## config.mk

```make
export PLATFORM = sky130hd
export DESIGN_NAME = asym_fifo_top
export DESIGN_NICKNAME = d
export VERILOG_FILES = /design/src/design/asym_fifo_pkg.sv /design/src/design/asym_mem_if.sv /design/src/design/asym_converter.sv /design/src/design/asym_fifo_ctrl.sv /design/src/design/asym_fifo_top.sv /design/src/design/lane_ram.sv
export SDC_FILE = /design/constraint.sdc
export NUM_CORES = 1
export LEC_CHECK = 0
export ABC_AREA = 1
export BUFFER_PORTS_ARGS = -buffer_cell sky130_fd_sc_hd__buf_2
export CAP_MARGIN = 20
export CORE_ASPECT_RATIO = 1.4
export CORE_MARGIN = 3
export CORE_UTILIZATION = 50
export DETAILED_ROUTE_END_ITERATION = 8
export MAX_ROUTING_LAYER = met4
export PLACE_DENSITY = 0.77
export SYNTH_ARGS = -nofsm -noshare
export SYNTH_HDL_FRONTEND = slang
export SYNTH_SLANG_ARGS = --single-unit
```

## constraint.sdc

```tcl
create_clock -name clk_i -period 2 [get_ports clk_i]
set_input_delay 0.4 -clock clk_i [delete_from_list [all_inputs] [get_ports clk_i]]
set_output_delay 0.4 -clock clk_i [all_outputs]
set_load 0.02 [all_outputs]
```

## src/design/asym_fifo_pkg.sv

```systemverilog
package asym_fifo_pkg;

   // default port widths and depth
   localparam int W_DATA_W_DEF = 8;
   localparam int R_DATA_W_DEF = 32;
   // depth counted in narrow items
   localparam int ADDR_W_DEF   = 6;

   // read data stage of the controller
   typedef enum logic {
      RD_IDLE = 1'b0,
      RD_DATA = 1'b1
   } rd_state_e;

   function automatic int max_w(input int a, input int b);
      return (a > b) ? a : b;
   endfunction

   function automatic int min_w(input int a, input int b);
      return (a < b) ? a : b;
   endfunction

   // how many narrow items fit in one wide item
   function automatic int ratio(input int a, input int b);
      return max_w(a, b) / min_w(a, b);
   endfunction

endpackage

```

## src/design/asym_mem_if.sv

```systemverilog
`timescale 1ns/1ps

interface asym_mem_if #(
   parameter int R         = 4,
   parameter int MINADDR_W = 4,
   parameter int MAXDATA_W = 32
);

   // write side, one enable bit per lane
   logic [R-1:0]         w_en;
   logic [MINADDR_W-1:0] w_addr;
   logic [MAXDATA_W-1:0] w_data;

   // read side, data valid one cycle after r_en
   logic [R-1:0]         r_en;
   logic [MINADDR_W-1:0] r_addr;
   logic [MAXDATA_W-1:0] r_data;

   modport conv (
      output w_en,
      output w_addr,
      output w_data,
      output r_en,
      output r_addr,
      input  r_data
   );

   modport mem (
      input  w_en,
      input  w_addr,
      input  w_data,
      input  r_en,
      input  r_addr,
      output r_data
   );

endinterface

```

## src/design/asym_converter.sv

```systemverilog
`timescale 1ns/1ps

module asym_converter #(
   parameter int W_DATA_W  = 8,
   parameter int R_DATA_W  = 32,
   // address width in narrow items
   parameter int ADDR_W    = 6,
   localparam int MAXDATA_W = asym_fifo_pkg::max_w(W_DATA_W, R_DATA_W),
   localparam int MINDATA_W = asym_fifo_pkg::min_w(W_DATA_W, R_DATA_W),
   localparam int R         = asym_fifo_pkg::ratio(W_DATA_W, R_DATA_W),
   localparam int MINADDR_W = ADDR_W - $clog2(R),
   localparam int W_ADDR_W  = (W_DATA_W == MAXDATA_W) ? MINADDR_W : ADDR_W,
   localparam int R_ADDR_W  = (R_DATA_W == MAXDATA_W) ? MINADDR_W : ADDR_W,
   localparam int SEL_W     = (R > 1) ? $clog2(R) : 1
) (
   input  logic                clk_i,
   input  logic                rst_n_i,

   // logical write port
   input  logic                w_en_i,
   input  logic [W_ADDR_W-1:0] w_addr_i,
   input  logic [W_DATA_W-1:0] w_data_i,

   // logical read port
   input  logic                r_en_i,
   input  logic [R_ADDR_W-1:0] r_addr_i,
   output logic [R_DATA_W-1:0] r_data_o,

   asym_mem_if.conv            mem
);

   generate
      if (W_DATA_W > R_DATA_W) begin : g_write_wider
         logic [SEL_W-1:0] r_sel_q;

         // wide write fills every lane of the row
         assign mem.w_en   = {R{w_en_i}};
         assign mem.w_addr = w_addr_i;
         assign mem.w_data = w_data_i;

         // narrow read: low address bits pick the lane
         assign mem.r_en   = R'(r_en_i) << r_addr_i[SEL_W-1:0];
         assign mem.r_addr = r_addr_i[R_ADDR_W-1:SEL_W];

         // lane select follows the ram by one cycle
         always_ff @(posedge clk_i) begin
            if (!rst_n_i) begin
               r_sel_q <= '0;
            end else if (r_en_i) begin
               r_sel_q <= r_addr_i[SEL_W-1:0];
            end
         end

         assign r_data_o = mem.r_data[r_sel_q*MINDATA_W +: MINDATA_W];

      end else if (W_DATA_W < R_DATA_W) begin : g_read_wider
         // narrow write lands in one lane, data shifted into place
         assign mem.w_en   = R'(w_en_i) << w_addr_i[SEL_W-1:0];
         assign mem.w_data = MAXDATA_W'(w_data_i) << (w_addr_i[SEL_W-1:0] * MINDATA_W);
         assign mem.w_addr = w_addr_i[W_ADDR_W-1:SEL_W];

         // wide read takes the full row
         assign mem.r_en   = {R{r_en_i}};
         assign mem.r_addr = r_addr_i;
         assign r_data_o   = mem.r_data;

      end else begin : g_same_width
         // single lane, straight mapping
         assign mem.w_en   = w_en_i;
         assign mem.w_addr = w_addr_i;
         assign mem.w_data = w_data_i;

         assign mem.r_en   = r_en_i;
         assign mem.r_addr = r_addr_i;
         assign r_data_o   = mem.r_data;
      end
   endgenerate

endmodule

```

## src/design/asym_fifo_ctrl.sv

```systemverilog
`timescale 1ns/1ps

module asym_fifo_ctrl #(
   parameter int W_DATA_W  = 8,
   parameter int R_DATA_W  = 32,
   parameter int ADDR_W    = 6,
   localparam int MAXDATA_W = asym_fifo_pkg::max_w(W_DATA_W, R_DATA_W),
   localparam int R         = asym_fifo_pkg::ratio(W_DATA_W, R_DATA_W),
   localparam int MINADDR_W = ADDR_W - $clog2(R),
   localparam int W_ADDR_W  = (W_DATA_W == MAXDATA_W) ? MINADDR_W : ADDR_W,
   localparam int R_ADDR_W  = (R_DATA_W == MAXDATA_W) ? MINADDR_W : ADDR_W
) (
   input  logic                clk_i,
   input  logic                rst_n_i,

   input  logic                w_en_i,
   input  logic                r_en_i,

   output logic [W_ADDR_W-1:0] w_addr_o,
   output logic [R_ADDR_W-1:0] r_addr_o,
   output logic                w_push_o,
   output logic                r_pop_o,

   output logic                full_o,
   output logic                empty_o,
   output logic                r_valid_o,
   output logic [ADDR_W:0]     level_o
);

   import asym_fifo_pkg::*;

   localparam int MINDATA_W = min_w(W_DATA_W, R_DATA_W);
   localparam int DEPTH     = 2 ** ADDR_W;

   // item sizes in narrow units
   localparam logic [ADDR_W:0] W_INC    = (ADDR_W + 1)'(W_DATA_W / MINDATA_W);
   localparam logic [ADDR_W:0] R_DEC    = (ADDR_W + 1)'(R_DATA_W / MINDATA_W);
   localparam logic [ADDR_W:0] FULL_LVL = (ADDR_W + 1)'(DEPTH) - W_INC;

   logic [W_ADDR_W-1:0] w_ptr_q;
   logic [R_ADDR_W-1:0] r_ptr_q;
   logic [ADDR_W:0]     level_q;
   logic [ADDR_W:0]     level_d;
   rd_state_e           rd_state_q;
   rd_state_e           rd_state_d;

   // flags ignore requests outside the limits
   assign w_push_o = w_en_i & ~full_o;
   assign r_pop_o  = r_en_i & ~empty_o;

   always_comb begin
      level_d = level_q;
      if (w_push_o) begin
         level_d = level_d + W_INC;
      end
      if (r_pop_o) begin
         level_d = level_d - R_DEC;
      end
   end

   // pointers wrap at the depth by width
   always_ff @(posedge clk_i) begin
      if (!rst_n_i) begin
         w_ptr_q <= '0;
         r_ptr_q <= '0;
         level_q <= '0;
      end else begin
         if (w_push_o) begin
            w_ptr_q <= w_ptr_q + 1'b1;
         end
         if (r_pop_o) begin
            r_ptr_q <= r_ptr_q + 1'b1;
         end
         level_q <= level_d;
      end
   end

   // data shows up one cycle after the pop
   assign rd_state_d = r_pop_o ? RD_DATA : RD_IDLE;

   always_ff @(posedge clk_i) begin
      if (!rst_n_i) begin
         rd_state_q <= RD_IDLE;
      end else begin
         rd_state_q <= rd_state_d;
      end
   end

   assign r_valid_o = (rd_state_q == RD_DATA);

   assign w_addr_o = w_ptr_q;
   assign r_addr_o = r_ptr_q;
   assign level_o  = level_q;

   // less room than one write item
   assign full_o  = (level_q > FULL_LVL);
   // less data than one read item
   assign empty_o = (level_q < R_DEC);

endmodule

```

## src/design/asym_fifo_top.sv

```systemverilog
`timescale 1ns/1ps

module asym_fifo_top #(
   parameter int W_DATA_W = asym_fifo_pkg::W_DATA_W_DEF,
   parameter int R_DATA_W = asym_fifo_pkg::R_DATA_W_DEF,
   parameter int ADDR_W   = asym_fifo_pkg::ADDR_W_DEF
) (
   input  logic                clk_i,
   input  logic                rst_n_i,

   input  logic                w_en_i,
   input  logic [W_DATA_W-1:0] w_data_i,
   output logic                full_o,

   input  logic                r_en_i,
   output logic [R_DATA_W-1:0] r_data_o,
   output logic                r_valid_o,
   output logic                empty_o,

   output logic [ADDR_W:0]     level_o
);

   import asym_fifo_pkg::*;

   localparam int MAXDATA_W = max_w(W_DATA_W, R_DATA_W);
   localparam int R         = ratio(W_DATA_W, R_DATA_W);
   localparam int MINADDR_W = ADDR_W - $clog2(R);
   localparam int W_ADDR_W  = (W_DATA_W == MAXDATA_W) ? MINADDR_W : ADDR_W;
   localparam int R_ADDR_W  = (R_DATA_W == MAXDATA_W) ? MINADDR_W : ADDR_W;

   logic                w_push;
   logic                r_pop;
   logic [W_ADDR_W-1:0] w_addr;
   logic [R_ADDR_W-1:0] r_addr;

   asym_mem_if #(
      .R         (R),
      .MINADDR_W (MINADDR_W),
      .MAXDATA_W (MAXDATA_W)
   ) mem_if ();

   asym_fifo_ctrl #(
      .W_DATA_W (W_DATA_W),
      .R_DATA_W (R_DATA_W),
      .ADDR_W   (ADDR_W)
   ) i_ctrl (
      .clk_i     (clk_i),
      .rst_n_i   (rst_n_i),
      .w_en_i    (w_en_i),
      .r_en_i    (r_en_i),
      .w_addr_o  (w_addr),
      .r_addr_o  (r_addr),
      .w_push_o  (w_push),
      .r_pop_o   (r_pop),
      .full_o    (full_o),
      .empty_o   (empty_o),
      .r_valid_o (r_valid_o),
      .level_o   (level_o)
   );

   asym_converter #(
      .W_DATA_W (W_DATA_W),
      .R_DATA_W (R_DATA_W),
      .ADDR_W   (ADDR_W)
   ) i_conv (
      .clk_i    (clk_i),
      .rst_n_i  (rst_n_i),
      .w_en_i   (w_push),
      .w_addr_i (w_addr),
      .w_data_i (w_data_i),
      .r_en_i   (r_pop),
      .r_addr_i (r_addr),
      .r_data_o (r_data_o),
      .mem      (mem_if.conv)
   );

   lane_ram #(
      .R         (R),
      .MINADDR_W (MINADDR_W),
      .MAXDATA_W (MAXDATA_W)
   ) i_ram (
      .clk_i (clk_i),
      .mem   (mem_if.mem)
   );

endmodule

```

## src/design/lane_ram.sv

```systemverilog
`timescale 1ns/1ps

module lane_ram #(
   parameter int R         = 4,
   parameter int MINADDR_W = 4,
   parameter int MAXDATA_W = 32
) (
   input  logic   clk_i,
   asym_mem_if.mem mem
);

   localparam int MINDATA_W = MAXDATA_W / R;
   localparam int DEPTH     = 2 ** MINADDR_W;

   // one column per lane
   logic [MINDATA_W-1:0] ram_q [R][DEPTH];

   // lane columns written independently
   always_ff @(posedge clk_i) begin
      for (int l = 0; l < R; l++) begin
         if (mem.w_en[l]) begin
            ram_q[l][mem.w_addr] <= mem.w_data[l*MINDATA_W +: MINDATA_W];
         end
      end
   end

   // any lane enable loads the whole row
   // lanes not asked for are dropped by the converter
   always_ff @(posedge clk_i) begin
      if (|mem.r_en) begin
         for (int l = 0; l < R; l++) begin
            mem.r_data[l*MINDATA_W +: MINDATA_W] <= ram_q[l][mem.r_addr];
         end
      end
   end

endmodule

```

[Word-level counts from Yosys, hierarchy flattened]
Memories as Yosys holds them, arrays and structs flattened.
Index checks and enable logic that the tools add are counted.
Storage, ports and cells
  flip-flop bits (word level): 50
  latch bits: 0
  memory bits (writable): 512
  ROM bits: 0
  input bits: 12
  output and inout port bits: 42
  logic and storage cells: 49
  memories kept: 1
Memory list
  i_ram.ram_q: words 4, bits a word 128, read ports 4, clocked after Yosys merged registers in 0, write ports 4, RTL line lane_ram.sv:16  | logic [MINDATA_W-1:0] ram_q [R][DEPTH];
Cells by class
  add/subtract/negate cells: 4
  multiply operators: 0
  div/mod/pow operators: 0
  $lt $le $gt $ge: 5
  eq/ne operators: 0
  shift operators: 2
  multiplexer cells: 25
  bitwise logic cells: 6
  reductions and logical operators: 1
Operators with widths (number)
  $mux 128: 4
  $bmux 8 s4: 4
  $mux 8: 9
  $demux 8 s4: 1
  $shl 8x5->32: 1
  $mux 7: 2
  $ge 5x5->1 const B: 2
  $not 4->5: 2
  $add 7x1->7 const B: 1
  $gt 7x6->1 const B: 1
  $lt 7x3->1 const B: 1
  $sub 7x3->7 const B: 1
  $add 6x1->6 const B: 1
  $lt 5x1->1 const B: 1
  $mux 1: 5
  $add 4x1->4 const B: 1
  $shl 1x2->4: 1
  $and 1x1->1: 2
  $not 1->1: 2
  $logic_and 1x1->1: 1

[Logic depth before layout (Yosys ltp)]
Gate-level depths: netlist (run 1).
  depth in word-level cells: 6
  mapped depth: 12
  mapped depth without buffers: 12

[Modules after synthesis]
Synthesis (run 1) repeated with hierarchy kept, for this count alone.
Second synthesis, totals
  cells, all modules: 2443
  area total of the unflattened synthesis: 24927.7 sq um
By module, submodules not included
  lane_ram: instances 1, cells each 2196, area each 23334.9 sq um, seq. area each 16335.7 sq um
  asym_fifo_ctrl: instances 1, cells each 143, area each 1007.2 sq um, seq. area each 360.3 sq um
  asym_converter: instances 1, cells each 104, area each 585.6 sq um, seq. area each 0.0 sq um

[Worst setup path after synthesis (run 1)]
OpenSTA, ideal clock, no wires.
  kind: register -> register
  start point: reg i_ctrl.level_q[0] (netlist: i_ctrl.level_o[0])
  end point: mem i_ram.ram_q[2][100] (netlist name), enable pin
  setup time: 0.370 ns
  arrival time: 1.860 ns
  data required time: 1.630 ns
  setup slack: -0.230 ns
  cell stages (with the launch flop): 10
  path buffers: 2
  period minus slack after synthesis: 2.230 ns
  cells stage by stage: dfxtp_1 > ha_1 > nor2_4 > nand2_4 > nand3_4 > buf_12 > inv_4 > nand3_4 > buf_4 > nor2_1
RTL lines
  from (decl): RTL line asym_fifo_ctrl.sv:42  | logic [ADDR_W:0] level_q;
  from (signal assigned): RTL line asym_fifo_ctrl.sv:74  | level_q <= level_d;
  to (decl): RTL line lane_ram.sv:16

==> flow_results.org, run 1 <==
** Setup path
- CP Launch Type :: flip-flop
- The worst setup path is captured at a flip-flop.
- Data on the critical path is required at its endpoint by about 2.2 ns.
- At the worst endpoint, the arrival time is between 2 and 2.5 ns.
- Of all nets on the critical path, the largest fanout is 16.
- Register-to-register path setup slack :: 0.06 ns
- Type of the setup path with the least slack :: flip-flop to flip-flop

** Clocking
- TritonCTS built the clock tree.
- The H-tree was split into 2 levels.
- Clock transition at the registers of the reported paths :: approximately 0.060 ns
- Worst skew pair latency :: 0.57 ns
- Clock tree synthesis found a total of 562 sinks.
- Clock root cell :: sky130_fd_sc_hd__clkbuf_16
- Counting along the longest clock path gives a buffer depth of 3.
- In this run, CTS created clock tree buffers numbering 48.

** Yosys
- Synthesis produced a netlist with a net count of ~1,700.
- Dominant combinational cell family by area after synthesis :: compound AO/OA/AOI/OAI gates
- The Yosys step of the flow raised 0 warnings.
- Post-synth design cell area :: 0.0223 mm2
- Yosys mapped a number of flops with a built-in enable equal to approximately 540.
- Counting flops and latches in the post-synthesis netlist gives approximately 560.
- Distinct cells, synth :: 36
- Post-Syn Area per Cell :: 13.4 um2
- The share of the Yosys chip area taken by registers is between 70% and 80%.
- Most used flip-flop cell after synthesis :: sky130_fd_sc_hd__edfxtp_1
- Cell taking the most area after synthesis :: sky130_fd_sc_hd__edfxtp_1
- Synth Area in XOR/XNOR :: 0.0393%
- Post-synth top area share :: between 70% and 80%
- Top cells by area, synth :: sky130_fd_sc_hd__edfxtp_1, sky130_fd_sc_hd__nor2_1, sky130_fd_sc_hd__o21ai_0
- Basic-gate share of the synthesized area counting and, or, nand and nor cells :: 9.36%
- After synthesis, the share of flip-flops with an asynchronous set or reset is 0%.
- Gate Count Post-Synth :: between 1,500 and 2,000
- Post-synthesis compound-gate area fraction :: 12.1%
- Of the total synthesized cell area, the portion taken by full adders, half adders and majority gates is 0.224%.
- Measured against the total synthesized area, the mux share comes to 0%.

** Flow run
- The tool flagged a number of max-cap violations equal to 0.

** Power and ir drop
- IR analysis of the VDD net gives a maximum drop of approximately 0.87 mV.
- Power spread over the standard cell area amounts to 1230 mW/mm2.
- Design Power :: approximately 32,000 uW
- Summed over all cells, the static leakage comes to 0.00861 uW.

** Cells and area
- The area growth from synthesis to layout is 15.6%.
- The library cell used most frequently in the layout, excluding fill and tap cells, is sky130_fd_sc_hd__edfxtp_1.
- Nets :: roughly 1,800
- Commonest cells after routing, fill and taps aside :: sky130_fd_sc_hd__edfxtp_1, sky130_fd_sc_hd__nor2_1, sky130_fd_sc_hd__o21ai_0, sky130_fd_sc_hd__buf_4, sky130_fd_sc_hd__o221ai_1
- Layout filler cell count :: 3,154
- Share of post-route cells with drive strength above 1 :: 19.2%
- Final core area utilization :: 59.2%

** GRT
- GRT Residual Overflow :: 0
- In the global route stage, overall resource usage came out at 24.1%.
- Largest net degree at the start of global routing :: 79
- The number of antenna violations at the first check in global routing is 4.
- The first global-routing pass estimated 84.3 mm of wire.
- The number of global-route vias before repair came to 14,381.

** Outcome
- Result of the run :: finished clean

** Routing
- The detail route stage leaves a number of antenna-violating nets equal to 0.
- The pre-antenna-repair detailed-routing pass consisted of 5 iterations.
- Vias post-DR :: 14,485
- After detailed routing, the number of remaining DRC violations is 0.
- Post-detailed-routing wire length :: 55.3 mm
- In the final routed layout, each cell accounts on average for roughly 23 um.
- Number of vias per cell :: 6.06
- DRC violation total after the first TritonRoute iteration :: between 1,500 and 2,000

** STA
- The worst path uses 97.1% of the clock period.
- The clock arrives with 0.0119 ns of skew.
- Timing would allow up to 515 MHz.
- Time the final worst path needs with I/O delays and setup :: 1.94 ns
- Final Max Slew Viols :: 0
- Setup repair after global routing could not meet its margin everywhere.
- Total setup violations reported at the end of the flow :: 0
- The hold violation count in the final report was 0.
- Setup slack on the critical path of the routed design comes to 0.0581 ns.
- Tightest slew margin relative to the limit :: between 50% and 60%
- Total negative setup slack :: 0 ns
- For the pin with the worst max-slew slack, the measured transition is 0.625 ns.

** Die
- The floorplan step set the die width to 184 um.
- The initial utilization of the core area, before any placement, comes to 51.2%.
- In this run the core area contains 90 standard-cell rows.
- The die covers about 0.047 mm2.
- Core Footprint :: about 0.044 mm2
- In this run the count of I/O pins placed on the die edge is 54.
- The floorplan step set the die height to 256 um.

** Placement
- Summed over all nets, the half-perimeter wirelength after detailed placement is 35.4 mm.
- Input/output buffers :: 53
- Placement-stage worst setup slack :: 0.0319 ns
- Routability-driven placement finished with a final weighted congestion of between 0.9 and 1.

** Min path
- Class of the tightest hold or removal check :: primary input to flip-flop
-- state kept, by name, indices dropped and copies added, names as in the netlist --
name and count:
i_ctrl.level_o 7, i_ctrl.r_addr_o 4, i_ctrl.r_valid_o 1, i_ctrl.w_addr_o 6
i_ram.mem.r_data 32, i_ram.ram_q 512
-- final cells by class --
| cell class | instances | area [um2] | share of cell area (%) |
|---|---|---|---|
| antenna | 3 | 7.51 | 0.0291 |
| timing repair buffer | 198 | 1630 | 6.33 |
| sequential | 562 | 16700 | 64.8 |
| tap | 552 | 691 | 2.68 |
| clock buffer | 60 | 1300 | 5.03 |
| inverter | 38 | 151 | 0.587 |
| clock inverter | 28 | 284 | 1.10 |
| multi-input combinational | 950 | 5010 | 19.4 |
-- path summary, 6_finish.rpt --
kind                           start                  to  cells after the start
hold reg to reg   i_ctrl.w_addr_o[5]  i_ctrl.w_addr_o[5]                      2
setup reg to reg   i_ctrl.level_o[1]   i_ram.ram_q[0][6]                      8
setup / recovery   i_ctrl.level_o[1]   i_ram.ram_q[0][6]                      8
hold / removal               rst_n_i   i_ctrl.level_o[5]                      3
-- power breakdown --
group | internal [uW] | switching (uW) | total, uW
Combinational | 2530 | 5690 | 8220
Clock | 5270 | 4040 | 9310
Sequential | 13900 | 218 | 14100
-- critical path: stages, from the launching register on --
cell	delay (ns)
sky130_fd_sc_hd__dfxtp_1	0.35
sky130_fd_sc_hd__ha_2	0.23
sky130_fd_sc_hd__nor2_4	0.05
sky130_fd_sc_hd__nand2_4	0.09
sky130_fd_sc_hd__nand3_4	0.14
sky130_fd_sc_hd__inv_4	0.14
sky130_fd_sc_hd__nand3_4	0.08
sky130_fd_sc_hd__buf_12	0.19
sky130_fd_sc_hd__nor2_2	0.32
-- metal layers --
layer	track usage, %	wire (um)	part of all wire [%]	up-vias
li1	-	-	-	6529
met3	3.40	4120	7.4	140
met4	9.73	2320	4.2	0
met5	-	0	0	-
met1	29.2	20200	37	7111
met2	40.6	28600	52	705
-- synthesized netlist by cell type (4+ instances only) --
library cell,count
sky130_fd_sc_hd__nand3_1,39
sky130_fd_sc_hd__nand2_1,72
sky130_fd_sc_hd__buf_6,11
sky130_fd_sc_hd__inv_1,27
sky130_fd_sc_hd__buf_4,10
sky130_fd_sc_hd__nand4_1,4
sky130_fd_sc_hd__edfxtp_1,544
sky130_fd_sc_hd__o21ai_0,224
sky130_fd_sc_hd__a21oi_1,8
sky130_fd_sc_hd__nor3_1,35
sky130_fd_sc_hd__o221ai_1,94
sky130_fd_sc_hd__ha_1,4
sky130_fd_sc_hd__o22ai_1,35
sky130_fd_sc_hd__nor2_1,341
sky130_fd_sc_hd__buf_2,26
sky130_fd_sc_hd__inv_2,7
sky130_fd_sc_hd__buf_1,4
sky130_fd_sc_hd__clkbuf_1,57
sky130_fd_sc_hd__dfxtp_1,18
sky130_fd_sc_hd__clkbuf_2,8
sky130_fd_sc_hd__o211ai_1,34
sky130_fd_sc_hd__o21ai_1,41
-- cell families (layout without fill, tap and decap cells) --
| group | Yosys count | count (layout) |
|---|---|---|
| xor+xnor | 1 | 1 |
| compound gates | 440 | 440 |
| buf+inv | 155 | 324 |
| simple gates | 505 | 505 |
| flops | 562 | 562 |
| fa+ha+maj | 4 | 4 |
| other cells | 0 | 3 |
-- repair_timing --
item | 4_1_cts | 5_1_grt
resized for setup | 2 | 25
pin swaps | 0 | 2
setup endpoints to repair | 1 | 254
buffers inserted | 0 | 0
hold buffers | 0 | 0
-- per-stage QoR --
stage                     hold slack [ns]  area (um2)  cells
final                               0.191       25800   2391
after global routing                0.198       25800   2391
after CTS                           0.174       25700   2388
after detailed placement            0.521       24100   2300
after global placement              0.499       24100   2300
after floorplan                     0.476       22400   1667
(Power assumes the default switching activity.)
==> run 2: changes to the inputs <==
--- a/constraint.sdc
+++ b/constraint.sdc
@@ -3,2 +3,2 @@
 set_output_delay 0.4 -clock clk_i [all_outputs]
-set_load 0.02 [all_outputs]
+set_load 0.01 [all_outputs]
==> run 2 against run 1 <==
Against the previous run:
- the flow now finishes with violations (negative setup slack)
- first-iteration DRC count grew 24%
- clock skew grew 0.0071 ns
- clock-buffer cell count shrank 1
- sequential share of layout area grew 0.33 points
- flip-flop and latch count is the same
- fmax shrank 4.2%
- via count grew 1.9%
==> flow_results.org, run 2 (same netlist as run 1, synthesis figures left out) <==
** Setup path
- Required time of the critical path :: 2.38 ns (was 2.22 ns)
- The count of buffer and inverter cells on the critical path came to 3 (was 2).
- CP Cell Sequence :: clkinv_1 > buf_4 > nor3_1 > buf_4 (was ha_2 > nor2_4 > nand2_4 > nand3_4 > inv_4 > nand3_4 > buf_12 > nor2_2)
- Type of the setup path with the least slack :: flip-flop to flip-flop (unchanged)
- The cell with the biggest individual delay on the critical path is sky130_fd_sc_hd__dfxtp_1 (unchanged).
- Kind of end point of the critical path :: flip-flop (unchanged)
- Maximum fanout count along the critical path :: 16 (unchanged)
- The kind of cell with the highest combined delay on the critical path was buffers and inverters (was simple AND/OR/NAND/NOR gates).
- Data arrival time of the critical path :: 2.41 ns (was 2.17 ns)
- Reg2Reg Launch Point :: i_ctrl.w_addr_o[1] (was i_ctrl.level_o[1])
- Most numerous cell on the critical path :: sky130_fd_sc_hd__buf_4 (was sky130_fd_sc_hd__nand3_4)
- The launching instance or port of the critical path was i_ctrl.w_addr_o[1] (was i_ctrl.level_o[1]).
- Slowest Stage Delay on Critical Path :: 0.59 ns (was 0.35 ns)
- CP Launch Type :: flip-flop (unchanged)

** Cells and area
- Reg with most FFs :: i_ram.ram_q (unchanged)
- The commonest non-fill, non-tap cell in the layout is sky130_fd_sc_hd__edfxtp_1 (unchanged).
- The core occupancy in the finished layout was 58.8% (was 59.2%).
- The layout overhead on the synthesized area was 15.0% (was 15.6%).
- The number of standard cells in the layout, taps in and fillers out was 2,387 (was 2,391).
- Nets :: 1,812 (was 1,814)
- Share of post-route cells with drive strength above 1 :: 17.0% (was 19.2%)
- Commonest cells after routing, fill and taps aside: sky130_fd_sc_hd__edfxtp_1, sky130_fd_sc_hd__nor2_1, sky130_fd_sc_hd__o21ai_0, sky130_fd_sc_hd__buf_4, sky130_fd_sc_hd__o221ai_1 (unchanged).
- The number of flip-flops under the largest register name is 512 (unchanged).

** Die
- Num rows :: 90 (unchanged)
- Initial Util :: 51.2% (unchanged)
- The I/O pin count is 54 (unchanged).
- The die area is 0.0472 mm2 (unchanged).
- Die Width :: 184 um (unchanged)
- The y dimension of the die was 256 um (unchanged).
- Core Footprint :: 0.0436 mm2 (unchanged)

** Routing
- Number of nets with antenna violations after detailed routing :: 0 (unchanged)
- The detailed-route wire length per cell was 23.7 um (was 23.1 um).
- The per-cell via count in the routed design came to 6.18 (was 6.06).
- Post-detailed-routing wire length :: 56.5 mm (was 55.3 mm)
- The number of violations reported at the end of detailed-routing iteration 0 was 1,940 (was 1,562).
- Number of search-and-repair iterations in the first detailed-routing pass :: 6 (was 5)
- Drt drc :: 0 (unchanged)
- Vias post-DR :: 14,757 (was 14,485)

** Power and ir drop
- The cell leakage power came to 0.00859 uW (was 0.00861 uW).
- The power per unit of standard cell area is 1210 mW/mm2 (was 1230 mW/mm2).
- The largest voltage drop on the vdd net came to 0.855 mV (was 0.866 mV).

** GRT
- The global-route wire length before repair was 84.0 mm (was 84.3 mm).
- The number of global-route vias before repair came to 14,577 (was 14,381).
- The number of antenna violations at the first check in global routing is 4 (unchanged).
- GRT Residual Overflow :: 0 (unchanged)
- The maximum number of pins on one net before global-route repair was 84 (was 79).
- The overall fraction of global-route tracks in use was 24.1% (about the same).

** Clocking
- Inserted Clock Buffers :: 49 (was 48)
- The largest buffer count on any clock path is 3 (unchanged).
- The clock tree from TritonCTS is yes (unchanged).
- The clock root buffer was sky130_fd_sc_hd__clkbuf_16 (unchanged).
- The number of clock sinks came to 562 (unchanged).
- Clock transition at the registers of the reported paths :: 0.07 ns (was 0.06 ns)
- The level count of the clock H-tree was 2 (unchanged).
- The clock latency at the later pin of the worst-skew pair is 0.58 ns (was 0.57 ns).

** Placement
- The number of instances in the placed design came to 2,293 (was 2,300).
- The final RePlAce weighted congestion came to 0.954 (was 0.955).
- Detailed-placement wirelength estimate :: 35.2 mm (was 35.4 mm)
- The number of port buffers is 53 (unchanged).

** STA
- Worst setup skew after layout :: 0.0190 ns (was 0.0119 ns)
- Share of the clock period used by the worst path after layout :: 101% (was 97.1%)
- Setup repair after global routing missed its margin: yes (unchanged).
- The hold violation count in the final report is 0 (unchanged).
- The worst slew slack as a fraction of its limit was 62.7% (was 58.2%).
- The slew at the pin with the worst max-slew slack was 0.559 ns (was 0.625 ns).
- The final worst slack is -0.0274 ns (was 0.0581 ns).
- Final Max Slew Viols :: 0 (unchanged)
- The maximum achievable frequency is 493 MHz (was 515 MHz).
- The minimum clock period came to 2.03 ns (was 1.94 ns).
- The count of endpoints failing setup in the final report came to 42 (was 0).

** Min path
- Worst Hold Launch :: rst_n_i (unchanged)
- Class of the tightest hold or removal check :: primary input to flip-flop (unchanged)

** Outcome
- The final reports fail on negative setup slack.
- Result of the run :: finished with violations (was finished clean)

** Flow run
- The max capacitance violation total came to 0 (unchanged).
==> run 2: worst reg2reg max path, stage by stage, from the launching register on <==
cell and delay, ns:
sky130_fd_sc_hd__dfxtp_1 0.59, sky130_fd_sc_hd__clkinv_1 0.41, sky130_fd_sc_hd__buf_4 0.32, sky130_fd_sc_hd__nor3_1 0.20
sky130_fd_sc_hd__buf_4 0.30
==> run 2: worst paths after layout <==
check / slack (ns) / depth (start not counted) / to
min reg2reg: 0.53 / 1 / i_ctrl.w_addr_o[2]
max reg2reg: -0.03 / 4 / i_ram.ram_q[3][119]
min: 0.18 / 3 / i_ctrl.r_addr_o[2]
max: -0.03 / 4 / i_ram.ram_q[3][119]
==> run 2: timing repair <==
item                       CTS  global route
pin swaps                    0             1
hold buffers                 0             0
setup buffers                0             2
gates resized for setup      1            16
setup endpoints to repair    8           377
cloned                       0             2
==> run 2: final cells by class <==
type,instances,area [um2]
diodes,3,7.51
clock buffers,59,1310
clock inverters,28,245
fillers,3157,17900
inverters,38,156
multi-input cells,952,4960
flip-flops and latches,562,16700
well taps,552,691
repair buffers,193,1570
==> run 2: through the flow <==
| step | worst slack, ns | area, um2 | setup TNS, ns | total power, uW | hold WS [ns] |
|---|---|---|---|---|---|
| after floorplan | -0.146 | 22400 | -20.94 | 19300 | 0.476 |
| after global placement | 0.0931 | 24000 | 0 | 21700 | 0.509 |
| after detailed placement | 0.0174 | 24000 | 0 | 21900 | 0.515 |
| after CTS | 0.0159 | 25500 | 0 | 31000 | 0.164 |
| after global routing | -0.0986 | 25600 | -14.43 | 32300 | 0.179 |
| final | -0.0274 | 25600 | -0.443 | 31100 | 0.182 |
==> run 2: where the power goes <==
| part | total, uW | switching [uW] | leakage [uW] | internal, uW |
|---|---|---|---|---|
| sequential | 14100 | 224 | 0.00516 | 13900 |
| combinational | 7740 | 5310 | 0.00268 | 2430 |
| clock | 9240 | 4070 | 0.000754 | 5170 |
| total | 31100 | 9600 | 0.00859 | 21500 |
==> run 2: routing by layer <==
layer | part of all wire (%) | track usage, % | wire length (um) | vias to the layer above
li1 | - | - | - | 6530
met1 | 36 | 29.1 | 20300 | 7141
met2 | 50 | 39.1 | 28000 | 871
met3 | 8.3 | 3.53 | 4670 | 215
met4 | 6.1 | 13.3 | 3460 | 0
met5 | 0 | - | 0 | -
